===== src/design/clock_pkg.sv =====
`default_nettype none

package clock_pkg;

	// ----------------------------------------
	// widths
	// ----------------------------------------
	localparam int FIELD_W  = 6;	// one hh, mm or ss field
	localparam int DIGIT_W  = 4;	// bcd digit
	localparam int SEG_W    = 7;	// a..g
	localparam int N_DIGITS = 6;
	localparam int MODE_W   = 2;
	localparam int POS_W    = 2;

	// field limits
	localparam int SEC_MAX = 59;	// also minutes
	localparam int HR_MAX  = 23;

	// mode codes
	localparam logic [MODE_W-1:0] MODE_CLOCK = 2'd0;
	localparam logic [MODE_W-1:0] MODE_SETUP = 2'd1;
	localparam logic [MODE_W-1:0] MODE_ALARM = 2'd2;

	// edit position codes
	localparam logic [POS_W-1:0] POS_SEC = 2'd0;
	localparam logic [POS_W-1:0] POS_MIN = 2'd1;
	localparam logic [POS_W-1:0] POS_HR  = 2'd2;

	// dividers for a 50 MHz board clock
	localparam int DEF_SEC_DIV  = 50_000_000;
	localparam int DEF_SCAN_DIV = 5_000;

	// ----------------------------------------
	// seven-segment decode, a in the top bit
	// ----------------------------------------
	function automatic logic [SEG_W-1:0] seg_of_digit(input logic [DIGIT_W-1:0] digit);
		case (digit)
			4'd0:    return 7'b111_1110;
			4'd1:    return 7'b011_0000;
			4'd2:    return 7'b110_1101;
			4'd3:    return 7'b111_1001;
			4'd4:    return 7'b011_0011;
			4'd5:    return 7'b101_1011;
			4'd6:    return 7'b101_1111;
			4'd7:    return 7'b111_0000;
			4'd8:    return 7'b111_1111;
			4'd9:    return 7'b111_0011;
			default: return 7'b000_0000;	// not a digit, all dark
		endcase
	endfunction

endpackage

`default_nettype wire


===== src/design/btn_if.sv =====
`timescale 1ns/1ps
`default_nettype none

// one-cycle press events, one per button
interface btn_if;

	logic mode_p;	// next mode
	logic pos_p;	// next edit field
	logic inc_p;	// +1 on edit field
	logic alarm_p;	// toggle alarm enable

	modport src (
		output mode_p, pos_p, inc_p, alarm_p
	);

	modport dst (
		input mode_p, pos_p, inc_p, alarm_p
	);

endinterface

`default_nettype wire


===== src/design/disp_if.sv =====
`timescale 1ns/1ps
`default_nettype none

// time and mode handed to the display side
interface disp_if;

	import clock_pkg::*;

	logic [FIELD_W-1:0] show_sec;
	logic [FIELD_W-1:0] show_min;
	logic [FIELD_W-1:0] show_hr;
	logic [MODE_W-1:0]  show_mode;

	modport src (
		output show_sec, show_min, show_hr, show_mode
	);

	modport dst (
		input show_sec, show_min, show_hr, show_mode
	);

endinterface

`default_nettype wire


===== src/design/alarm_unit.sv =====
`timescale 1ns/1ps
`default_nettype none

module alarm_unit (
	input  logic                          clk,
	input  logic                          rst_n,
	btn_if.dst                            btn,
	input  logic [clock_pkg::MODE_W-1:0]  i_mode,
	input  logic [clock_pkg::POS_W-1:0]   i_pos,
	input  logic                          i_alarm_en,
	input  logic [clock_pkg::FIELD_W-1:0] i_sec,
	input  logic [clock_pkg::FIELD_W-1:0] i_min,
	input  logic [clock_pkg::FIELD_W-1:0] i_hr,
	disp_if.src                           disp,
	output logic                          o_alarm
);

	import clock_pkg::*;

	logic               edit;		// alarm-set mode with an inc press
	logic [FIELD_W-1:0] alm_sec;
	logic [FIELD_W-1:0] alm_min;
	logic [FIELD_W-1:0] alm_hr;
	logic               match;
	logic               alarm_q;

	assign edit = (i_mode == MODE_ALARM) && btn.inc_p;

	// ----------------------------------------
	// alarm time, set field by field
	// ----------------------------------------
	hms_cnt #(.MAX(SEC_MAX)) u_asec (
		.clk(clk), .rst_n(rst_n),
		.i_step(1'b0), .i_bump(edit && (i_pos == POS_SEC)),
		.o_value(alm_sec), .o_carry()
	);

	hms_cnt #(.MAX(SEC_MAX)) u_amin (
		.clk(clk), .rst_n(rst_n),
		.i_step(1'b0), .i_bump(edit && (i_pos == POS_MIN)),
		.o_value(alm_min), .o_carry()
	);

	hms_cnt #(.MAX(HR_MAX)) u_ahr (
		.clk(clk), .rst_n(rst_n),
		.i_step(1'b0), .i_bump(edit && (i_pos == POS_HR)),
		.o_value(alm_hr), .o_carry()
	);

	assign match = (i_sec == alm_sec) && (i_min == alm_min) && (i_hr == alm_hr);

	// set on a match, held until the enable drops
	always_ff @(posedge clk or negedge rst_n) begin
		if (!rst_n) begin
			alarm_q <= 1'b0;
		end else if (!i_alarm_en) begin
			alarm_q <= 1'b0;
		end else if (match) begin
			alarm_q <= 1'b1;
		end
	end

	assign o_alarm = alarm_q;

	// alarm time only while it is being set
	always_comb begin
		if (i_mode == MODE_ALARM) begin
			disp.show_sec = alm_sec;
			disp.show_min = alm_min;
			disp.show_hr  = alm_hr;
		end else begin
			disp.show_sec = i_sec;
			disp.show_min = i_min;
			disp.show_hr  = i_hr;
		end
		disp.show_mode = i_mode;
	end

endmodule

`default_nettype wire


===== src/design/btn_cond.sv =====
`timescale 1ns/1ps
`default_nettype none

module btn_cond (
	input  logic clk,
	input  logic rst_n,
	input  logic i_btn_mode,
	input  logic i_btn_pos,
	input  logic i_btn_inc,
	input  logic i_btn_alarm,
	btn_if.src   btn
);

	logic [3:0] raw;	// {alarm, inc, pos, mode}
	logic [3:0] sync1;
	logic [3:0] sync2;
	logic [3:0] hist;	// last synchronized level
	logic [3:0] pulse;

	assign raw = {i_btn_alarm, i_btn_inc, i_btn_pos, i_btn_mode};

	// two-flop synchronizer plus history
	always_ff @(posedge clk or negedge rst_n) begin
		if (!rst_n) begin
			sync1 <= '0;
			sync2 <= '0;
			hist  <= '0;
		end else begin
			sync1 <= raw;
			sync2 <= sync1;
			hist  <= sync2;
		end
	end

	// rising edge of the clean level, registered
	always_ff @(posedge clk or negedge rst_n) begin
		if (!rst_n) begin
			pulse <= '0;
		end else begin
			pulse <= sync2 & ~hist;
		end
	end

	assign btn.mode_p  = pulse[0];
	assign btn.pos_p   = pulse[1];
	assign btn.inc_p   = pulse[2];
	assign btn.alarm_p = pulse[3];

endmodule

`default_nettype wire


===== src/design/clock_top.sv =====
`timescale 1ns/1ps
`default_nettype none

module clock_top #(
	parameter int SEC_DIV  = clock_pkg::DEF_SEC_DIV,
	parameter int SCAN_DIV = clock_pkg::DEF_SCAN_DIV
) (
	input  logic                           clk,
	input  logic                           rst_n,
	input  logic                           i_btn_mode,
	input  logic                           i_btn_pos,
	input  logic                           i_btn_inc,
	input  logic                           i_btn_alarm,
	output logic [clock_pkg::SEG_W-1:0]    o_seg,
	output logic [clock_pkg::N_DIGITS-1:0] o_seg_enb,
	output logic                           o_alarm
);

	import clock_pkg::*;

	btn_if  btn_bus ();
	disp_if disp_bus ();

	logic [MODE_W-1:0]  mode;
	logic [POS_W-1:0]   pos;
	logic               alarm_en;
	logic [FIELD_W-1:0] cur_sec;
	logic [FIELD_W-1:0] cur_min;
	logic [FIELD_W-1:0] cur_hr;

	// ----------------------------------------
	// input side
	// ----------------------------------------
	btn_cond u_btn_cond (
		.clk(clk), .rst_n(rst_n),
		.i_btn_mode(i_btn_mode), .i_btn_pos(i_btn_pos),
		.i_btn_inc(i_btn_inc), .i_btn_alarm(i_btn_alarm),
		.btn(btn_bus.src)
	);

	mode_ctrl u_mode_ctrl (
		.clk(clk), .rst_n(rst_n), .btn(btn_bus.dst),
		.o_mode(mode), .o_pos(pos), .o_alarm_en(alarm_en)
	);

	// ----------------------------------------
	// timekeeping and alarm
	// ----------------------------------------
	time_keeper #(.SEC_DIV(SEC_DIV)) u_time_keeper (
		.clk(clk), .rst_n(rst_n), .btn(btn_bus.dst),
		.i_mode(mode), .i_pos(pos),
		.o_sec(cur_sec), .o_min(cur_min), .o_hr(cur_hr)
	);

	alarm_unit u_alarm_unit (
		.clk(clk), .rst_n(rst_n), .btn(btn_bus.dst),
		.i_mode(mode), .i_pos(pos), .i_alarm_en(alarm_en),
		.i_sec(cur_sec), .i_min(cur_min), .i_hr(cur_hr),
		.disp(disp_bus.src), .o_alarm(o_alarm)
	);

	// display side
	disp_scan #(.SCAN_DIV(SCAN_DIV)) u_disp_scan (
		.clk(clk), .rst_n(rst_n), .disp(disp_bus.dst),
		.o_seg(o_seg), .o_seg_enb(o_seg_enb)
	);

endmodule

`default_nettype wire


===== src/design/disp_scan.sv =====
`timescale 1ns/1ps
`default_nettype none

module disp_scan #(
	parameter int SCAN_DIV = clock_pkg::DEF_SCAN_DIV
) (
	input  logic                           clk,
	input  logic                           rst_n,
	disp_if.dst                            disp,
	output logic [clock_pkg::SEG_W-1:0]    o_seg,
	output logic [clock_pkg::N_DIGITS-1:0] o_seg_enb
);

	import clock_pkg::*;

	localparam int               PRE_W    = $clog2(SCAN_DIV);
	localparam logic [PRE_W-1:0] PRE_LAST = PRE_W'(SCAN_DIV - 1);

	logic [PRE_W-1:0]   presc;
	logic               scan_step;
	logic [2:0]         digit_idx;	// 0..N_DIGITS-1, seconds ones first
	logic [FIELD_W-1:0] field;
	logic [DIGIT_W-1:0] digit;

	assign scan_step = (presc == PRE_LAST);

	// ----------------------------------------
	// scan timing
	// ----------------------------------------
	always_ff @(posedge clk or negedge rst_n) begin
		if (!rst_n) begin
			presc <= '0;
		end else begin
			presc <= scan_step ? '0 : presc + 1'b1;
		end
	end

	always_ff @(posedge clk or negedge rst_n) begin
		if (!rst_n) begin
			digit_idx <= '0;
		end else if (scan_step) begin
			digit_idx <= (digit_idx == 3'(N_DIGITS - 1)) ? '0 : digit_idx + 1'b1;
		end
	end

	// two digits per field
	always_comb begin
		case (digit_idx[2:1])
			2'd0:    field = disp.show_sec;
			2'd1:    field = disp.show_min;
			default: field = disp.show_hr;
		endcase
	end

	always_comb begin
		if (disp.show_mode > MODE_ALARM) begin
			digit = '1;				// undefined mode, blank
		end else if (digit_idx[0]) begin
			digit = DIGIT_W'(field / 10);	// tens
		end else begin
			digit = DIGIT_W'(field % 10);	// ones
		end
	end

	assign o_seg     = seg_of_digit(digit);
	assign o_seg_enb = ~(N_DIGITS'(1) << digit_idx);	// active low

endmodule

`default_nettype wire


===== src/design/hms_cnt.sv =====
`timescale 1ns/1ps
`default_nettype none

module hms_cnt #(
	parameter int MAX = clock_pkg::SEC_MAX
) (
	input  logic                          clk,
	input  logic                          rst_n,
	input  logic                          i_step,	// counting, carry allowed
	input  logic                          i_bump,	// manual set, no carry
	output logic [clock_pkg::FIELD_W-1:0] o_value,
	output logic                          o_carry
);

	import clock_pkg::*;

	localparam logic [FIELD_W-1:0] LAST = FIELD_W'(MAX);

	always_ff @(posedge clk or negedge rst_n) begin
		if (!rst_n) begin
			o_value <= '0;
		end else if (i_step || i_bump) begin
			o_value <= (o_value >= LAST) ? '0 : o_value + 1'b1;
		end
	end

	assign o_carry = i_step && (o_value == LAST);

endmodule

`default_nettype wire


===== src/design/mode_ctrl.sv =====
`timescale 1ns/1ps
`default_nettype none

module mode_ctrl (
	input  logic                         clk,
	input  logic                         rst_n,
	btn_if.dst                           btn,
	output logic [clock_pkg::MODE_W-1:0] o_mode,
	output logic [clock_pkg::POS_W-1:0]  o_pos,
	output logic                         o_alarm_en
);

	import clock_pkg::*;

	// clock -> setup -> alarm-set -> clock
	always_ff @(posedge clk or negedge rst_n) begin
		if (!rst_n) begin
			o_mode <= MODE_CLOCK;
		end else if (btn.mode_p) begin
			case (o_mode)
				MODE_CLOCK: o_mode <= MODE_SETUP;
				MODE_SETUP: o_mode <= MODE_ALARM;
				default:    o_mode <= MODE_CLOCK;
			endcase
		end
	end

	// edited field, sec -> min -> hr
	always_ff @(posedge clk or negedge rst_n) begin
		if (!rst_n) begin
			o_pos <= POS_SEC;
		end else if (btn.pos_p) begin
			case (o_pos)
				POS_SEC: o_pos <= POS_MIN;
				POS_MIN: o_pos <= POS_HR;
				default: o_pos <= POS_SEC;
			endcase
		end
	end

	always_ff @(posedge clk or negedge rst_n) begin
		if (!rst_n) begin
			o_alarm_en <= 1'b0;
		end else if (btn.alarm_p) begin
			o_alarm_en <= ~o_alarm_en;
		end
	end

endmodule

`default_nettype wire


===== src/design/time_keeper.sv =====
`timescale 1ns/1ps
`default_nettype none

module time_keeper #(
	parameter int SEC_DIV = clock_pkg::DEF_SEC_DIV
) (
	input  logic                          clk,
	input  logic                          rst_n,
	btn_if.dst                            btn,
	input  logic [clock_pkg::MODE_W-1:0]  i_mode,
	input  logic [clock_pkg::POS_W-1:0]   i_pos,
	output logic [clock_pkg::FIELD_W-1:0] o_sec,
	output logic [clock_pkg::FIELD_W-1:0] o_min,
	output logic [clock_pkg::FIELD_W-1:0] o_hr
);

	import clock_pkg::*;

	localparam int                 PRE_W    = $clog2(SEC_DIV);
	localparam logic [PRE_W-1:0]   PRE_LAST = PRE_W'(SEC_DIV - 1);

	logic [PRE_W-1:0] presc;
	logic             setup;
	logic             tick;		// one cycle per second
	logic             sec_carry;
	logic             min_carry;

	assign setup = (i_mode == MODE_SETUP);
	assign tick  = !setup && (presc == PRE_LAST);

	// ----------------------------------------
	// seconds prescaler, parked in setup
	// ----------------------------------------
	always_ff @(posedge clk or negedge rst_n) begin
		if (!rst_n) begin
			presc <= '0;
		end else if (setup || tick) begin
			presc <= '0;
		end else begin
			presc <= presc + 1'b1;
		end
	end

	hms_cnt #(.MAX(SEC_MAX)) u_sec (
		.clk(clk), .rst_n(rst_n),
		.i_step(tick),
		.i_bump(setup && btn.inc_p && (i_pos == POS_SEC)),
		.o_value(o_sec), .o_carry(sec_carry)
	);

	hms_cnt #(.MAX(SEC_MAX)) u_min (
		.clk(clk), .rst_n(rst_n),
		.i_step(sec_carry),
		.i_bump(setup && btn.inc_p && (i_pos == POS_MIN)),
		.o_value(o_min), .o_carry(min_carry)
	);

	hms_cnt #(.MAX(HR_MAX)) u_hr (
		.clk(clk), .rst_n(rst_n),
		.i_step(min_carry),
		.i_bump(setup && btn.inc_p && (i_pos == POS_HR)),
		.o_value(o_hr), .o_carry()	// day rollover not needed
	);

endmodule

`default_nettype wire


===== config.mk =====
export PLATFORM = sky130hd
export DESIGN_NAME = clock_top
export DESIGN_NICKNAME = d
export VERILOG_FILES = /design/src/design/clock_pkg.sv /design/src/design/btn_if.sv /design/src/design/disp_if.sv /design/src/design/alarm_unit.sv /design/src/design/btn_cond.sv /design/src/design/clock_top.sv /design/src/design/disp_scan.sv /design/src/design/hms_cnt.sv /design/src/design/mode_ctrl.sv /design/src/design/time_keeper.sv
export SDC_FILE = /design/constraint.sdc
export NUM_CORES = 1
export LEC_CHECK = 0
export BUFFER_PORTS_ARGS = -buffer_cell sky130_fd_sc_hd__buf_2
export CELL_PAD_IN_SITES_DETAIL_PLACEMENT = 0
export CELL_PAD_IN_SITES_GLOBAL_PLACEMENT = 2
export CORE_MARGIN = 2
export CORE_UTILIZATION = 43
export DETAILED_ROUTE_END_ITERATION = 6
export PLACE_DENSITY_LB_ADDON = 0.1
export SLEW_MARGIN = 20
export SYNTH_ARGS = -nofsm -noshare
export SYNTH_HDL_FRONTEND = slang
export SYNTH_SLANG_ARGS = --single-unit

===== constraint.sdc =====
create_clock -name clk -period 6 [get_ports clk]
set_clock_uncertainty 0.2 [all_clocks]
set_input_delay 0 -clock clk [delete_from_list [all_inputs] [get_ports clk]]
set_output_delay 0 -clock clk [all_outputs]
set_load 0.005 [all_outputs]

==> metrics.txt <==
Iteration-0 DRC Markers 280; overall overflow remaining after global route 0; period utilization 86.1%; type of the most critical hold path input port to async pin; clock transition at the registers of the reported paths 0.07 ns; Cell Area, Synth 5860 um^2; Post-DRT Antenna Nets 0; crit path max fanout 12; weighted congestion reported at the end of routability-driven placement 0.828; main flop type after synthesis sky130_fd_sc_hd__dfrtp_1; remaining routing DRC violations 0; via count of the first global-routing pass 4407; TritonCTS buffer count 9; Least-Margin Pin Slew 0.844 ns; wire length of the first global-routing pass 21.8 mm; share of final-layout standard cells stronger than drive strength 1 10.7%; startpoint types flip-flop; failing checks hold timing; Pwr Total 2.27 mW; Placeable Area 13300 um^2; post-synthesis sequential area ratio 42.7%; syn nets 640; number of port buffers 19; most used cells in the layout excluding fill and tap cells sky130_fd_sc_hd__dfrtp_1, sky130_fd_sc_hd__nor2_1, sky130_fd_sc_hd__nand2_1; Via Count 4590; proportion of synthesized flip-flops having asynchronous set or reset 100%; number of clock sinks seen by CTS 100; iteration count of the initial detailed-routing pass 5; fmax 0.194 GHz; Pleak 2.77 nW; source of the worst register-to-register timing path u_time_keeper.presc[0]; total of flip-flops plus latches after synthesis 100; number of buffers inserted by post-CTS setup repair 0; Syn Area/Cell 9.50 um^2; maximum vdd ir drop 0.233 mV; floorplan die area 14600 um^2; type of the worst setup path flip-flop to output port; number of max-slew violations in the final report 0; Final Net Count 654; CP Data Required Time 5.80 ns; total global routing track utilization 18.9%; Chip Height 121 um; final hold violation count 38; pin count of the biggest net entering global routing 57; R2R Path End u_time_keeper.u_min.o_value[4]; initial antenna violation count 0; average via count per standard cell 5.65; multi-input logic area 3180 um^2; status finished, violations left; shortest clock period the worst path allows after layout 5.17 ns; maximum level of the CTS H-tree 3; half-perimeter wire length after placement 9.31 mm; arrival time of the worst setup path 4.97 ns; insertion delay to the later sink of the worst-skew pair 0.35 ns; initial core utilization 44.1%; distinct cell type count after synthesis 76; unrepaired setup endpoints after global routing no; worst-case headroom to the max-slew limit 43.8%; number of I/O pins 20; TritonCTS clock tree built; most common cell after layout, fill and taps aside sky130_fd_sc_hd__dfrtp_1; chip width 121 um; sequential cell area in the final layout 2500 um^2; maximum clock insertion buffer count 2; count of flip-flops with a built-in enable after synthesis 0; clock tree root driver cell sky130_fd_sc_hd__clkbuf_16; Synth Instances 617; Rows 42; layout-stage area growth over the synthesis result 9.91%; Setup crit end kind output port; number of warnings printed during yosys synthesis 0; Max Cap Violations 0; Detailed Route WL 12.9 mm; Setup Total Neg Slack 0 ns; Post-Route Hold Slack -0.0246 ns; final-report setup violation count 0; Inserted Diodes 0; power per cell area 352 nW/um^2; average detailed-routed wire length per instance 15.9 um; number of cells on the worst reg-to-reg path 10; reg-to-reg setup timing slack 3.04 ns; number of filler cells placed in the layout 1258
==> layout make-up <==
cell class	count	share of cell area [%]
timing repair buffer	26	2.53
sequential	100	38.9
multi-input combinational	479	49.4
clock buffer	9	3.50
inverter	15	0.952
clock inverter	7	1.34
tap	176	3.42
==> stage by stage <==
stage | cell area, um^2 | utilization, % | hold WS [ns] | setup WS (ns) | std cells
3_5_place_dp | 6080 | 45.7 | -0.170 | 1.24 | 791
2_1_floorplan | 5860 | - | -0.496 | 1.95 | 617
6_report | 6440 | 48.4 | -0.0246 | 0.832 | 812
3_3_place_gp | 6080 | 45.7 | -0.179 | 1.40 | 791
5_1_grt | 6440 | 48.4 | 0.0363 | 0.376 | 812
4_1_cts | 6440 | 48.4 | 0.00105 | 0.845 | 812
==> what timing repair did <==
action / 4_1_cts / 5_1_grt
hold buffers: 5 / 0
endpoints found under the hold margin: 48 / 0
gates resized for setup: 0 / 0
endpoints found under the setup margin: 0 / 0
==> report_power, final <==
| group | internal (mW) | leakage (nW) | switching [mW] |
|---|---|---|---|
| sequential | 0.745 | 1.33 | 0.123 |
| clock | 0.331 | 0.147 | 0.280 |
| combinational | 0.348 | 1.29 | 0.439 |
==> logic make-up after synthesis <==
logic type	count (synthesis)	synth area share, %
flops	100	42.7
buf+inv	38	2.99
simple gates	261	22.8
compound gates	133	17.2
fa+ha+maj	18	3.82
mux	12	2.35
xor+xnor	55	8.22
==> worst max path at each step <==
stage / endpoint / cells past startpoint / from
floorplan: o_seg[3] / 17 / u_disp_scan.digit_idx[1]
global placement: o_seg[0] / 17 / u_mode_ctrl.o_mode[1]
detailed placement: o_seg[1] / 17 / u_disp_scan.digit_idx[1]
CTS: o_seg[1] / 17 / u_mode_ctrl.o_mode[1]
global route: o_seg[1] / 17 / u_mode_ctrl.o_mode[1]
finish: o_seg[1] / 17 / u_mode_ctrl.o_mode[1]
==> cells in the mapped netlist, types with 12 or more instances <==
| library cell | count | share of area (%) |
|---|---|---|
| sky130_fd_sc_hd__a21oi_1 | 15 | 1.3 |
| sky130_fd_sc_hd__a31oi_1 | 14 | 1.5 |
| sky130_fd_sc_hd__clkbuf_1 | 14 | 0.90 |
| sky130_fd_sc_hd__dfrtp_1 | 100 | 43 |
| sky130_fd_sc_hd__ha_1 | 17 | 3.6 |
| sky130_fd_sc_hd__inv_1 | 14 | 0.90 |
| sky130_fd_sc_hd__nand2_1 | 48 | 3.1 |
| sky130_fd_sc_hd__nand3_1 | 38 | 3.2 |
| sky130_fd_sc_hd__nand4_1 | 16 | 1.7 |
| sky130_fd_sc_hd__nor2_1 | 68 | 4.4 |
| sky130_fd_sc_hd__nor2b_1 | 20 | 2.1 |
| sky130_fd_sc_hd__nor3_1 | 12 | 1.0 |
| sky130_fd_sc_hd__o21ai_0 | 37 | 3.2 |
| sky130_fd_sc_hd__xnor2_1 | 16 | 2.4 |
| sky130_fd_sc_hd__xor2_1 | 39 | 5.8 |
==> flip-flops by register name (all words and copies together) (netlist names) <==
signal                       cells
u_alarm_unit.u_amin.o_value      6
u_btn_cond.pulse                 4
u_disp_scan.presc               13
u_time_keeper.presc             26
u_time_keeper.u_min.o_value      6
u_btn_cond.hist                  4
u_mode_ctrl.o_mode               2
u_alarm_unit.u_asec.o_value      6
u_time_keeper.u_hr.o_value       6
u_alarm_unit.o_alarm             1
u_btn_cond.sync1                 4
u_mode_ctrl.o_pos                2
u_disp_scan.digit_idx            3
u_alarm_unit.u_ahr.o_value       6
u_btn_cond.sync2                 4
u_time_keeper.u_sec.o_value      6
u_mode_ctrl.o_alarm_en           1
==> critical path: stages (launching register included) <==
cell and delay (ns):
sky130_fd_sc_hd__dfrtp_1 0.61, sky130_fd_sc_hd__nor2b_4 0.45, sky130_fd_sc_hd__mux2i_1 0.38, sky130_fd_sc_hd__a211o_2 0.28
sky130_fd_sc_hd__nand3_1 0.15, sky130_fd_sc_hd__ha_1 0.32, sky130_fd_sc_hd__nand2b_1 0.27, sky130_fd_sc_hd__a31oi_1 0.21
sky130_fd_sc_hd__o22a_2 0.24, sky130_fd_sc_hd__xnor2_1 0.09, sky130_fd_sc_hd__ha_1 0.30, sky130_fd_sc_hd__nand2_1 0.05
sky130_fd_sc_hd__a211oi_1 0.22, sky130_fd_sc_hd__nor3_1 0.07, sky130_fd_sc_hd__a21boi_1 0.45, sky130_fd_sc_hd__or2_1 0.26
sky130_fd_sc_hd__a31oi_1 0.11, sky130_fd_sc_hd__buf_2 0.15
==> per-layer routing <==
| layer | GRT usage [%] | up-vias | wire (um) |
|---|---|---|---|
| met4 | 6.54 | 0 | 222 |
| met2 | 31.7 | 71 | 6320 |
| met5 | 0 | - | 0 |
| li1 | - | 2254 | - |
| met3 | 3.63 | 17 | 319 |
| met1 | 24.3 | 2248 | 6010 |
(Power assumes the default switching activity.)
